File: src/rtl/xbar_macros.svh
`ifndef XBAR_MACROS_SVH
`define XBAR_MACROS_SVH

// channel and bank counts
`define XBAR_NUM_CH        3
`define XBAR_NUM_BANK      4

// request fields
`define XBAR_ADDR_LSB      4
`define XBAR_ADDR_W        28
`define XBAR_DATA_W        128
`define XBAR_BANK_SEL_W    2
`define XBAR_CH_ID_W       2

// write buffer ids, 32 per bank
`define XBAR_WBUF_AW       5
`define XBAR_WBUF_ID_W     8

`define XBAR_CH_BUF_DEPTH  2

`endif

File: src/rtl/xbar_pkg.sv
`include "xbar_macros.svh"

package xbar_pkg;

  typedef enum logic [1:0] {
    OP_READ  = 2'd0,
    OP_WRITE = 2'd1,
    OP_FLUSH = 2'd2,
    OP_RSVD  = 2'd3
  } xbar_op_e;

  // ----------------------------------------
  // channel side request
  // ----------------------------------------
  typedef struct packed {
    xbar_op_e                                                 op;
    logic [`XBAR_ADDR_LSB+`XBAR_ADDR_W-1:`XBAR_ADDR_LSB]      addr;
    logic [`XBAR_DATA_W-1:0]                                  data;
  } xbar_req_t;

  // ----------------------------------------
  // bank side request
  // ----------------------------------------
  typedef struct packed {
    logic [`XBAR_CH_ID_W-1:0]                                 ch_id;
    xbar_op_e                                                 op;
    logic [`XBAR_ADDR_LSB+`XBAR_ADDR_W-1:`XBAR_ADDR_LSB]      addr;
    logic [`XBAR_DATA_W-1:0]                                  data;
    // only meaningful for writes
    logic [`XBAR_WBUF_ID_W-1:0]                               wbuf_id;
  } bank_req_t;

endpackage

File: src/rtl/round_robin_arbiter.sv
`timescale 1ns/1ns

module round_robin_arbiter #(
  parameter int N = 3
) (
  input  logic          clk_i,
  input  logic          rst_n_i,
  input  logic [N-1:0]  req_i,
  input  logic          advance_i,
  output logic [N-1:0]  grant_o
);

  localparam int PTR_W = (N > 1) ? $clog2(N) : 1;
  localparam logic [PTR_W-1:0] LAST_IDX = PTR_W'(N - 1);

  logic [PTR_W-1:0]  prio_ptr;
  logic [PTR_W-1:0]  grant_idx;

  // first requester at or after the pointer
  always_comb begin
    int unsigned idx;
    logic        found;
    grant_o   = '0;
    grant_idx = '0;
    found     = 1'b0;
    for (int i = 0; i < N; i++) begin
      idx = (int'(prio_ptr) + i) % N;
      if (!found && req_i[idx]) begin
        grant_o[idx] = 1'b1;
        grant_idx    = PTR_W'(idx);
        found        = 1'b1;
      end
    end
  end

  // winner drops to lowest priority
  always_ff @(posedge clk_i or negedge rst_n_i) begin
    if (!rst_n_i) begin
      prio_ptr <= '0;
    end else if (advance_i && (grant_o != '0)) begin
      prio_ptr <= (grant_idx == LAST_IDX) ? '0 : grant_idx + 1'b1;
    end
  end

  a_grant_legal: assert property (@(posedge clk_i) disable iff (!rst_n_i)
    $onehot0(grant_o) && ((grant_o == '0) == (req_i == '0)));

endmodule

File: src/rtl/wbuffer_freelist.sv
`timescale 1ns/1ns

module wbuffer_freelist #(
  parameter int WBUFFER_AW = 5
) (
  input  logic                   clk_i,
  input  logic                   rst_n_i,
  input  logic                   alloc_i,
  output logic                   alloc_ready_o,
  output logic [WBUFFER_AW-1:0]  alloc_id_o,
  input  logic                   free_i,
  input  logic [WBUFFER_AW-1:0]  free_id_i
);

  localparam int DEPTH = 1 << WBUFFER_AW;
  localparam logic [WBUFFER_AW:0] FULL_CNT = (WBUFFER_AW + 1)'(DEPTH);

  logic [WBUFFER_AW-1:0]  id_mem [DEPTH];
  logic [WBUFFER_AW-1:0]  rd_ptr;
  logic [WBUFFER_AW-1:0]  wr_ptr;
  logic [WBUFFER_AW:0]    count;

  // ----------------------------------------
  // id queue, full of 0..DEPTH-1 after reset
  // ----------------------------------------
  always_ff @(posedge clk_i or negedge rst_n_i) begin
    if (!rst_n_i) begin
      for (int i = 0; i < DEPTH; i++) begin
        id_mem[i] <= WBUFFER_AW'(i);
      end
      rd_ptr <= '0;
      // tail wraps back onto the head when full
      wr_ptr <= '0;
      count  <= FULL_CNT;
    end else begin
      if (free_i) begin
        id_mem[wr_ptr] <= free_id_i;
        wr_ptr         <= wr_ptr + 1'b1;
      end
      if (alloc_i) begin
        rd_ptr <= rd_ptr + 1'b1;
      end
      case ({free_i, alloc_i})
        2'b10:   count <= count + 1'b1;
        2'b01:   count <= count - 1'b1;
        default: count <= count;
      endcase
    end
  end

  assign alloc_ready_o = (count != '0);
  assign alloc_id_o    = id_mem[rd_ptr];

  // the bank port must hold off writes while empty
  a_no_alloc_empty: assert property (@(posedge clk_i) disable iff (!rst_n_i)
    alloc_i |-> alloc_ready_o);

  // releases come from outside, only for ids handed out
  a_no_free_full: assert property (@(posedge clk_i) disable iff (!rst_n_i)
    free_i |-> (count != FULL_CNT));

endmodule

File: src/rtl/xbar_ch_buffer.sv
`timescale 1ns/1ns
`include "xbar_macros.svh"

module xbar_ch_buffer (
  input  logic                        clk_i,
  input  logic                        rst_n_i,
  input  logic                        valid_i,
  input  xbar_pkg::xbar_req_t         req_i,
  output logic                        allow_in_o,
  output xbar_pkg::xbar_req_t         head_o,
  output logic [`XBAR_NUM_BANK-1:0]   want_o,
  input  logic [`XBAR_NUM_BANK-1:0]   taken_i
);

  localparam int DEPTH = `XBAR_CH_BUF_DEPTH;
  localparam int PTR_W = (DEPTH > 1) ? $clog2(DEPTH) : 1;
  localparam int CNT_W = $clog2(DEPTH + 1);
  localparam logic [PTR_W-1:0] LAST_PTR = PTR_W'(DEPTH - 1);
  localparam logic [CNT_W-1:0] FULL_CNT = CNT_W'(DEPTH);

  xbar_pkg::xbar_req_t          mem [DEPTH];
  logic [PTR_W-1:0]             wr_ptr;
  logic [PTR_W-1:0]             rd_ptr;
  logic [CNT_W-1:0]             count;
  logic                         push;
  logic                         pop;
  logic [`XBAR_BANK_SEL_W-1:0]  bank_sel;

  // allow-in only looks at the stored count
  assign allow_in_o = (count != FULL_CNT);
  assign push       = valid_i & allow_in_o;
  assign pop        = |taken_i;

  always_ff @(posedge clk_i or negedge rst_n_i) begin
    if (!rst_n_i) begin
      wr_ptr <= '0;
      rd_ptr <= '0;
      count  <= '0;
    end else begin
      if (push) begin
        wr_ptr <= (wr_ptr == LAST_PTR) ? '0 : wr_ptr + 1'b1;
      end
      if (pop) begin
        rd_ptr <= (rd_ptr == LAST_PTR) ? '0 : rd_ptr + 1'b1;
      end
      case ({push, pop})
        2'b10:   count <= count + 1'b1;
        2'b01:   count <= count - 1'b1;
        default: count <= count;
      endcase
    end
  end

  always_ff @(posedge clk_i) begin
    if (push) begin
      mem[wr_ptr] <= req_i;
    end
  end

  // ----------------------------------------
  // head entry and bank decode
  // ----------------------------------------
  assign head_o   = mem[rd_ptr];
  // byte address bits 5:4
  assign bank_sel = head_o.addr[`XBAR_ADDR_LSB +: `XBAR_BANK_SEL_W];

  always_comb begin
    want_o = '0;
    if (count != '0) begin
      want_o[bank_sel] = 1'b1;
    end
  end

  // never more entries than slots, and a full queue has its tail on the head
  a_no_push_full: assert property (@(posedge clk_i) disable iff (!rst_n_i)
    (count <= FULL_CNT) && ((count != FULL_CNT) || (wr_ptr == rd_ptr)));

  // only the bank the head asked for may take it
  a_taken_legal: assert property (@(posedge clk_i) disable iff (!rst_n_i)
    $onehot0(taken_i) && ((taken_i & ~want_o) == '0));

endmodule

File: src/rtl/xbar_bank_port.sv
`timescale 1ns/1ns
`include "xbar_macros.svh"

module xbar_bank_port (
  input  logic                                      clk_i,
  input  logic                                      rst_n_i,
  input  logic [`XBAR_NUM_CH-1:0]                   want_i,
  input  xbar_pkg::xbar_req_t [`XBAR_NUM_CH-1:0]    heads_i,
  input  logic                                      allow_in_i,
  input  logic                                      free_valid_i,
  input  logic [`XBAR_WBUF_AW-1:0]                  free_id_i,
  output logic                                      valid_o,
  output xbar_pkg::bank_req_t                       req_o,
  output logic [`XBAR_NUM_CH-1:0]                   taken_o
);

  logic [`XBAR_NUM_CH-1:0]   grant;
  xbar_pkg::xbar_req_t       sel_req;
  logic [`XBAR_CH_ID_W-1:0]  sel_ch;
  logic                      is_write;
  logic                      xfer;
  logic                      alloc;
  logic                      alloc_ready;
  logic [`XBAR_WBUF_AW-1:0]  alloc_id;

  round_robin_arbiter #(
    .N (`XBAR_NUM_CH)
  ) u_arbiter (
    .clk_i     (clk_i  ),
    .rst_n_i   (rst_n_i),
    .req_i     (want_i ),
    .advance_i (xfer   ),
    .grant_o   (grant  )
  );

  wbuffer_freelist #(
    .WBUFFER_AW (`XBAR_WBUF_AW)
  ) u_freelist (
    .clk_i         (clk_i       ),
    .rst_n_i       (rst_n_i     ),
    .alloc_i       (alloc       ),
    .alloc_ready_o (alloc_ready ),
    .alloc_id_o    (alloc_id    ),
    .free_i        (free_valid_i),
    .free_id_i     (free_id_i   )
  );

  // ----------------------------------------
  // grant mux
  // ----------------------------------------
  always_comb begin
    sel_req = '0;
    sel_ch  = '0;
    for (int c = 0; c < `XBAR_NUM_CH; c++) begin
      if (grant[c]) begin
        sel_req = heads_i[c];
        sel_ch  = `XBAR_CH_ID_W'(c);
      end
    end
  end

  assign is_write = (sel_req.op == xbar_pkg::OP_WRITE);

  // a write waits here while no id is free
  assign valid_o = (|want_i) & (~is_write | alloc_ready);
  assign xfer    = valid_o & allow_in_i;
  assign alloc   = xfer & is_write;
  assign taken_o = xfer ? grant : '0;

  // ----------------------------------------
  // bank request
  // ----------------------------------------
  assign req_o.ch_id   = sel_ch;
  assign req_o.op      = sel_req.op;
  assign req_o.addr    = sel_req.addr;
  assign req_o.data    = sel_req.data;
  assign req_o.wbuf_id = is_write ?
                         {{(`XBAR_WBUF_ID_W - `XBAR_WBUF_AW){1'b0}}, alloc_id} : '0;

endmodule

File: src/rtl/cross_bar_core.sv
`timescale 1ns/1ns
`include "xbar_macros.svh"

module cross_bar_core (
  input  logic                                          clk_i,
  input  logic                                          rst_n_i,
  // channels
  input  logic [`XBAR_NUM_CH-1:0]                       ch_valid_i,
  input  xbar_pkg::xbar_req_t [`XBAR_NUM_CH-1:0]        ch_req_i,
  output logic [`XBAR_NUM_CH-1:0]                       ch_allow_in_o,
  // banks
  output logic [`XBAR_NUM_BANK-1:0]                     bank_valid_o,
  output xbar_pkg::bank_req_t [`XBAR_NUM_BANK-1:0]      bank_req_o,
  input  logic [`XBAR_NUM_BANK-1:0]                     bank_allow_in_i,
  input  logic [`XBAR_NUM_BANK-1:0]                     bank_free_valid_i,
  input  logic [`XBAR_NUM_BANK-1:0][`XBAR_WBUF_AW-1:0]  bank_free_id_i
);

  xbar_pkg::xbar_req_t [`XBAR_NUM_CH-1:0]        heads;
  // row per channel, column per bank
  logic [`XBAR_NUM_CH-1:0][`XBAR_NUM_BANK-1:0]   want_row;
  logic [`XBAR_NUM_CH-1:0][`XBAR_NUM_BANK-1:0]   taken_row;
  logic [`XBAR_NUM_BANK-1:0][`XBAR_NUM_CH-1:0]   want_col;
  logic [`XBAR_NUM_BANK-1:0][`XBAR_NUM_CH-1:0]   taken_col;

  // ----------------------------------------
  // channel buffers
  // ----------------------------------------
  for (genvar c = 0; c < `XBAR_NUM_CH; c++) begin : g_ch
    xbar_ch_buffer u_ch_buffer (
      .clk_i      (clk_i           ),
      .rst_n_i    (rst_n_i         ),
      .valid_i    (ch_valid_i[c]   ),
      .req_i      (ch_req_i[c]     ),
      .allow_in_o (ch_allow_in_o[c]),
      .head_o     (heads[c]        ),
      .want_o     (want_row[c]     ),
      .taken_i    (taken_row[c]    )
    );

    for (genvar b = 0; b < `XBAR_NUM_BANK; b++) begin : g_swap
      assign want_col[b][c]  = want_row[c][b];
      assign taken_row[c][b] = taken_col[b][c];
    end
  end

  // ----------------------------------------
  // bank ports
  // ----------------------------------------
  for (genvar b = 0; b < `XBAR_NUM_BANK; b++) begin : g_bank
    xbar_bank_port u_bank_port (
      .clk_i        (clk_i               ),
      .rst_n_i      (rst_n_i             ),
      .want_i       (want_col[b]         ),
      .heads_i      (heads               ),
      .allow_in_i   (bank_allow_in_i[b]  ),
      .free_valid_i (bank_free_valid_i[b]),
      .free_id_i    (bank_free_id_i[b]   ),
      .valid_o      (bank_valid_o[b]     ),
      .req_o        (bank_req_o[b]       ),
      .taken_o      (taken_col[b]        )
    );
  end

endmodule

File: config.mk
export PLATFORM = sky130hd
export DESIGN_NAME = cross_bar_core
export DESIGN_NICKNAME = d
export VERILOG_FILES = /design/src/rtl/xbar_pkg.sv /design/src/rtl/round_robin_arbiter.sv /design/src/rtl/wbuffer_freelist.sv /design/src/rtl/xbar_ch_buffer.sv /design/src/rtl/xbar_bank_port.sv /design/src/rtl/cross_bar_core.sv
export VERILOG_INCLUDE_DIRS = /design/src /design/src/rtl
export SDC_FILE = /design/constraint.sdc
export NUM_CORES = 2
export LEC_CHECK = 0
export ABC_AREA = 1
export BUFFER_PORTS_ARGS = -buffer_cell sky130_fd_sc_hd__buf_4
export CORE_AREA = 2 2 466 468
export DETAILED_ROUTE_END_ITERATION = 16
export DIE_AREA = 0 0 468 470
export GPL_TIMING_DRIVEN = 0
export PLACE_DENSITY = 0.62
export SETUP_SLACK_MARGIN = 0.15
export SLEW_MARGIN = 20
export SYNTH_ARGS = -nofsm -noshare
export SYNTH_HDL_FRONTEND = slang
export SYNTH_SLANG_ARGS = --single-unit
File: constraint.sdc
create_clock -name clk_i -period 11.2 [get_ports clk_i]
set_clock_uncertainty 0.15 [all_clocks]
set_input_delay 2.24 -clock clk_i [delete_from_list [all_inputs] [get_ports clk_i]]
set_output_delay 2.24 -clock clk_i [all_outputs]
set_load 0.05 [all_outputs]
# After elaboration in Yosys (flattened, before gate mapping)
# Memory sizes are Yosys's and may differ from the RTL's.
# Cells that the tools add are included.
# classes
div,12
reduce_logical,64
bitwise,39
eq_ne,25
order_cmp,42
n_mux,164
multipliers,0
n_addsub,40
n_shift,0
# ops
op,count
$mux W158,12
$bwmux W160,4
$ge A32 B1 Y1 const B,12
$lt A32 B3 Y1 const B,12
$mod A32 B3 Y32 const B,8
$mod A3 B3 Y32 const B,4
$bmux W5 S5,4
$demux W5 S5,4
$mux W5,16
$mux W1,51
$ge A6 B6 Y1 const B,8
$mux W3,16
$not A5 Y6,8
$pmux W6 S2,4
$add A5 B1 Y5 const B,8
$mux W2,20
$logic_and A1 B1 Y1,31
$demux W1 S2,15
$add A6 B1 Y6 const B,4
$bmux W1 S2,12
$lt A6 B1 Y1 const B,4
$or A3 B3 Y3,8
$reduce_bool A6 Y1,4
$sub A6 B1 Y6 const B,4
20 further kinds,113
# word_totals
input_bits,507
ff_bits,724
romBits,0
out_inout_bits,679
memories,3
latch_bits,0
word_cells,542
ramBits,948
# mem_list
memory,depth,width,rd,rd_ports_with_merged_regs,wr,line_no,source
g_ch[0].u_ch_buffer.mem,2,158,1,0,1,xbar_ch_buffer.sv:21,xbar_pkg::xbar_req_t mem [DEPTH];
g_ch[1].u_ch_buffer.mem,2,158,1,0,1,xbar_ch_buffer.sv:21,
g_ch[2].u_ch_buffer.mem,2,158,1,0,1,xbar_ch_buffer.sv:21,

# Logic depth before layout (Yosys ltp)
# An unclocked memory read counts as a cell.
# logic_depth
word_depth,27
mapped_depth,33
mapped_depth_nobuf,32

# By module
# A second synthesis with hierarchy kept.
# hier_totals
hier_cells,9401
area_unflattened_um2,83724.0
# modules_own_cells
mod,cells_each,area_each_um2,seq_area_each_um2,instances
xbar_ch_buffer,864,11836.4,9589.2,3
wbuffer_freelist,1044,8396.8,4505.6,4
xbar_bank_port,588,3254.4,0.0,4
round_robin_arbiter (g_bank[1].u_bank_port.u_arbiter ...),70,402.9,50.0,3
round_robin_arbiter (g_bank[0].u_bank_port.u_arbiter),71,401.6,50.0,1

# Worst setup path after synthesis
# No wires, ideal clock.
# synth_timing
path_kind,input port to flip-flop
from,input port ch_valid_i[0]
to,"memory g_ch[0].u_ch_buffer.mem[1][0] in the netlist's numbering, enable pin"
cell_stages,2
setup_time_ps,679
path_buffers,0
slack_ps,1462
required_time_ps,10371
arrival_ps,8910
path_cell_list,nand2_1 -> nor2_1
# synth_between
elab_chain_len,3
# synth_lines
element,line_no,source
"start, declared",cross_bar_core.sv:8,"input logic [`XBAR_NUM_CH-1:0] ch_valid_i,"
$and A1 B1 Y1,xbar_ch_buffer.sv:31,assign push = valid_i & allow_in_o;
$mux W1,xbar_ch_buffer.sv:55,if (push) begin
$mux W1 (not written as such),xbar_ch_buffer.sv:56,mem[wr_ptr] <= req_i;
"end, declared",xbar_ch_buffer.sv:21,
# Every way passes these cells.

==> metrics <==
status finished clean; Post-Synthesis Cells 8,573; Placeable Area 215,700 um2; Layout area overhead 25.59%; crit start category register; fin. max-slew vios 0; Starting Density 37.44%; CP arrival 5580 ps; antenna violations before repair 189; hold buffer count at CTS 0; CTS tree yes; fin area 101,400 um2; Routed Antenna Nets 0; Vias/cell 5.748; vias in the first global route 70.39k; Primary FF master, synth edfxtp_1; Worst path slowest cell nand3_2; WHS 333.2 ps; Post-synth EDFFs 948; MaxCap Viol Count 0; Seq cells post-synth 1,672; Avg Cell Area, Syn 9.419 um2; Clock Sinks 1,672; endpoints failing hold 0; delay-heaviest family, CP buffers and inverters; Max stage delay on crit path 530 ps; post-synthesis sequential area ratio 58.19%; Die Y 470 um; worst-skew pair later-pin latency 860 ps; worst-path fanout max 11; Yosys cell types 59; Post-CTS Setup Bufs 0; first-pass GRT wire length 539.8 mm; largest net degree at the start of global routing 97; top cell type's share of synthesized area 35.25%; Worst Hold Class register to register; Post-DP HPWL 303.6 mm; Critical Path, Cell by Cell nor2_1 -> inv_1 -> nand3_1 -> nand2_1 -> nand2_1 -> nor2_2 -> nand2_2 -> inv_1 -> nand2_1 -> nand3_2 -> buf_4 -> buf_4 -> nor2_4 -> buf_4 -> buf_2 -> nand2_1 -> o311ai_0 -> buf_4; number of H-tree levels 4; fin util 47.02%; gr usage total 34.63%; DRC 0; top cells by area, synth edfxtp_1, nand2_1, dfrtp_1; Detailed Route Iter0 Violations 9,567; Slew headroom 17.46%; gpl congestion 0.9951; CP bufs+invs 7; final worst-path cycle share 71.15%; Setup Crit Path Kind register to primary output; most common cell after layout, fill and taps aside nand2_1; via count 75.59k; routed wire length 393.5 mm; Ports 1,186; layout cells sized above 1 20.49%; DR WL/cell 29.92 um; Final min period 7969 ps; die area 220,000 um2; final setup fails 0; Area after DPL 94,850 um2; Slew @ Worst Pin 1223 ps; Clock Tree Root clkbuf_16; Syn. warnings 0; Clock transition at path regs 60 ps; CTS Buf Count 186; Mapped Area 80,750 um2; cell taking the most area after synthesis edfxtp_1; Die W 468 um; Required @ worst endpoint 8810 ps; Core Rows 171; Port-buffer cells 1,169; async set or reset register ratio after synthesis 43.30%; RSZ-0062 raised after global routing false; CTS Buffer Depth 3; first drt pass iteration count 6; commonest non-fill, non-tap cells in the layout nand2_1, buf_4, edfxtp_1, o21ai_0, clkbuf_1; post-CTS sizing 0; GRT overflow 0; Fill cells 20.39k; fin nets 10.58k; CP endpoint kind primary output; fmax 0.1255 GHz
[metrics by stage]
stage | setup TNS [ps] | instances | setup WS (ps)
after floorplan | 0 | 8584 | 1462
after global placement | -4959200 | 12607 | -5478
after detailed placement | 0 | 12676 | 4103
after CTS | 0 | 13026 | 3146
after global routing | 0 | 13119 | 3025
final | 0 | 13150 | 3231
[tightest hold or removal path, stage by stage (launching register included)]
cell and delay (ps):
dfrtp_1 340, nand2_1 50, o21ai_0 60
[final timing paths]
check / from / slack [ps] / cells after the start / to
worst min register to register: g_bank[2].u_bank_port.u_freelist.id_mem[124]$_DFFE_PN0P_ / 330 / 2 / g_bank[2].u_bank_port.u_freelist.id_mem[124]$_DFFE_PN0P_
min in group asynchronous: rst_n_i / 1090 / 1 / g_bank[0].u_bank_port.u_freelist.id_mem[27]$_DFFE_PN0P_
worst max register to register: g_ch[0].u_ch_buffer.count[0]$_DFFE_PN0P_ / 5800 / 28 / g_bank[3].u_bank_port.u_freelist.count[5]$_DFFE_PN1P_
worst min-delay path: g_bank[2].u_bank_port.u_freelist.id_mem[124]$_DFFE_PN0P_ / 330 / 2 / g_bank[2].u_bank_port.u_freelist.id_mem[124]$_DFFE_PN0P_
max in group asynchronous: rst_n_i / 8080 / 4 / g_bank[3].u_bank_port.u_freelist.id_mem[79]$_DFFE_PN1P_
worst max-delay path: g_ch[0].u_ch_buffer.count[0]$_DFFE_PN0P_ / 3230 / 18 / bank_req_o[576]
[layout make-up]
type / count / area (um2) / area share [%]
Antenna cell: 124 / 310.3 / 0.3060
Multi-Input combinational cell: 6103 / 30570 / 30.14
Inverter: 253 / 964.7 / 0.9513
Clock buffer: 245 / 5100 / 5.029
Sequential cell: 1672 / 46990 / 46.34
Buffer: 556 / 2335 / 2.302
Clock inverter: 105 / 1151 / 1.135
Tap cell: 2854 / 3571 / 3.521
Timing Repair Buffer: 1238 / 10420 / 10.28
[cell usage after synthesis (14+ instances only)]
master and number:
o311ai_0 431, o21ai_0 721, a31oi_1 14, o211ai_1 165
nand2_2 22, nand3_2 15, edfxtp_1 948, buf_1 34
xor2_1 25, nand3_1 109, a32o_1 44, o311ai_1 42
buf_2 46, a21oi_1 333, ha_1 59, nand4_1 31
nor2_1 158, mux2i_1 154, inv_1 212, clkbuf_1 436
a22oi_1 56, buf_4 35, nor3_1 23, inv_2 25
dfstp_2 324, dfrtp_1 400, nand2_1 3534, a221oi_1 33
[sequential cells by signal (all words and copies together) (netlist names)]
register and cells:
g_ch.u_ch_buffer.wr_ptr 3, g_ch.u_ch_buffer.count 6, g_bank.u_bank_port.u_freelist.rd_ptr 20, g_ch.u_ch_buffer.rd_ptr 3, g_bank.u_bank_port.u_arbiter.prio_ptr 8, g_bank.u_bank_port.u_freelist.wr_ptr 20
g_ch.u_ch_buffer.mem 948, g_bank.u_bank_port.u_freelist.count 24, g_bank.u_bank_port.u_freelist.id_mem 640
[kinds of logic after synthesis]
| group | synth area share, % |
|---|---|
| AO/OA/AOI/OAI | 15.27 |
| XOR/XNOR | 0.4122 |
| adder cells (fa/ha/maj) | 1.013 |
| buffers and inverters | 4.060 |
| flip-flops | 58.19 |
| multiplexers | 1.909 |
| other | 0.004644 |
| AND/OR/NAND/NOR | 19.14 |
[per-layer routing]
metal	vias to the layer above	share of wire [%]	GRT usage (%)	wire length (um)
met3	983	11	9.861	42270
li1	32983	-	-	-
met1	36938	37	43.08	146700
met4	58	7.8	24.57	30560
met5	-	0.099	0.1098	390
met2	4624	44	51.57	173600
Power is not shown: default switching activity piles up to over one toggle a cycle in this logic, so the estimate is an artifact.
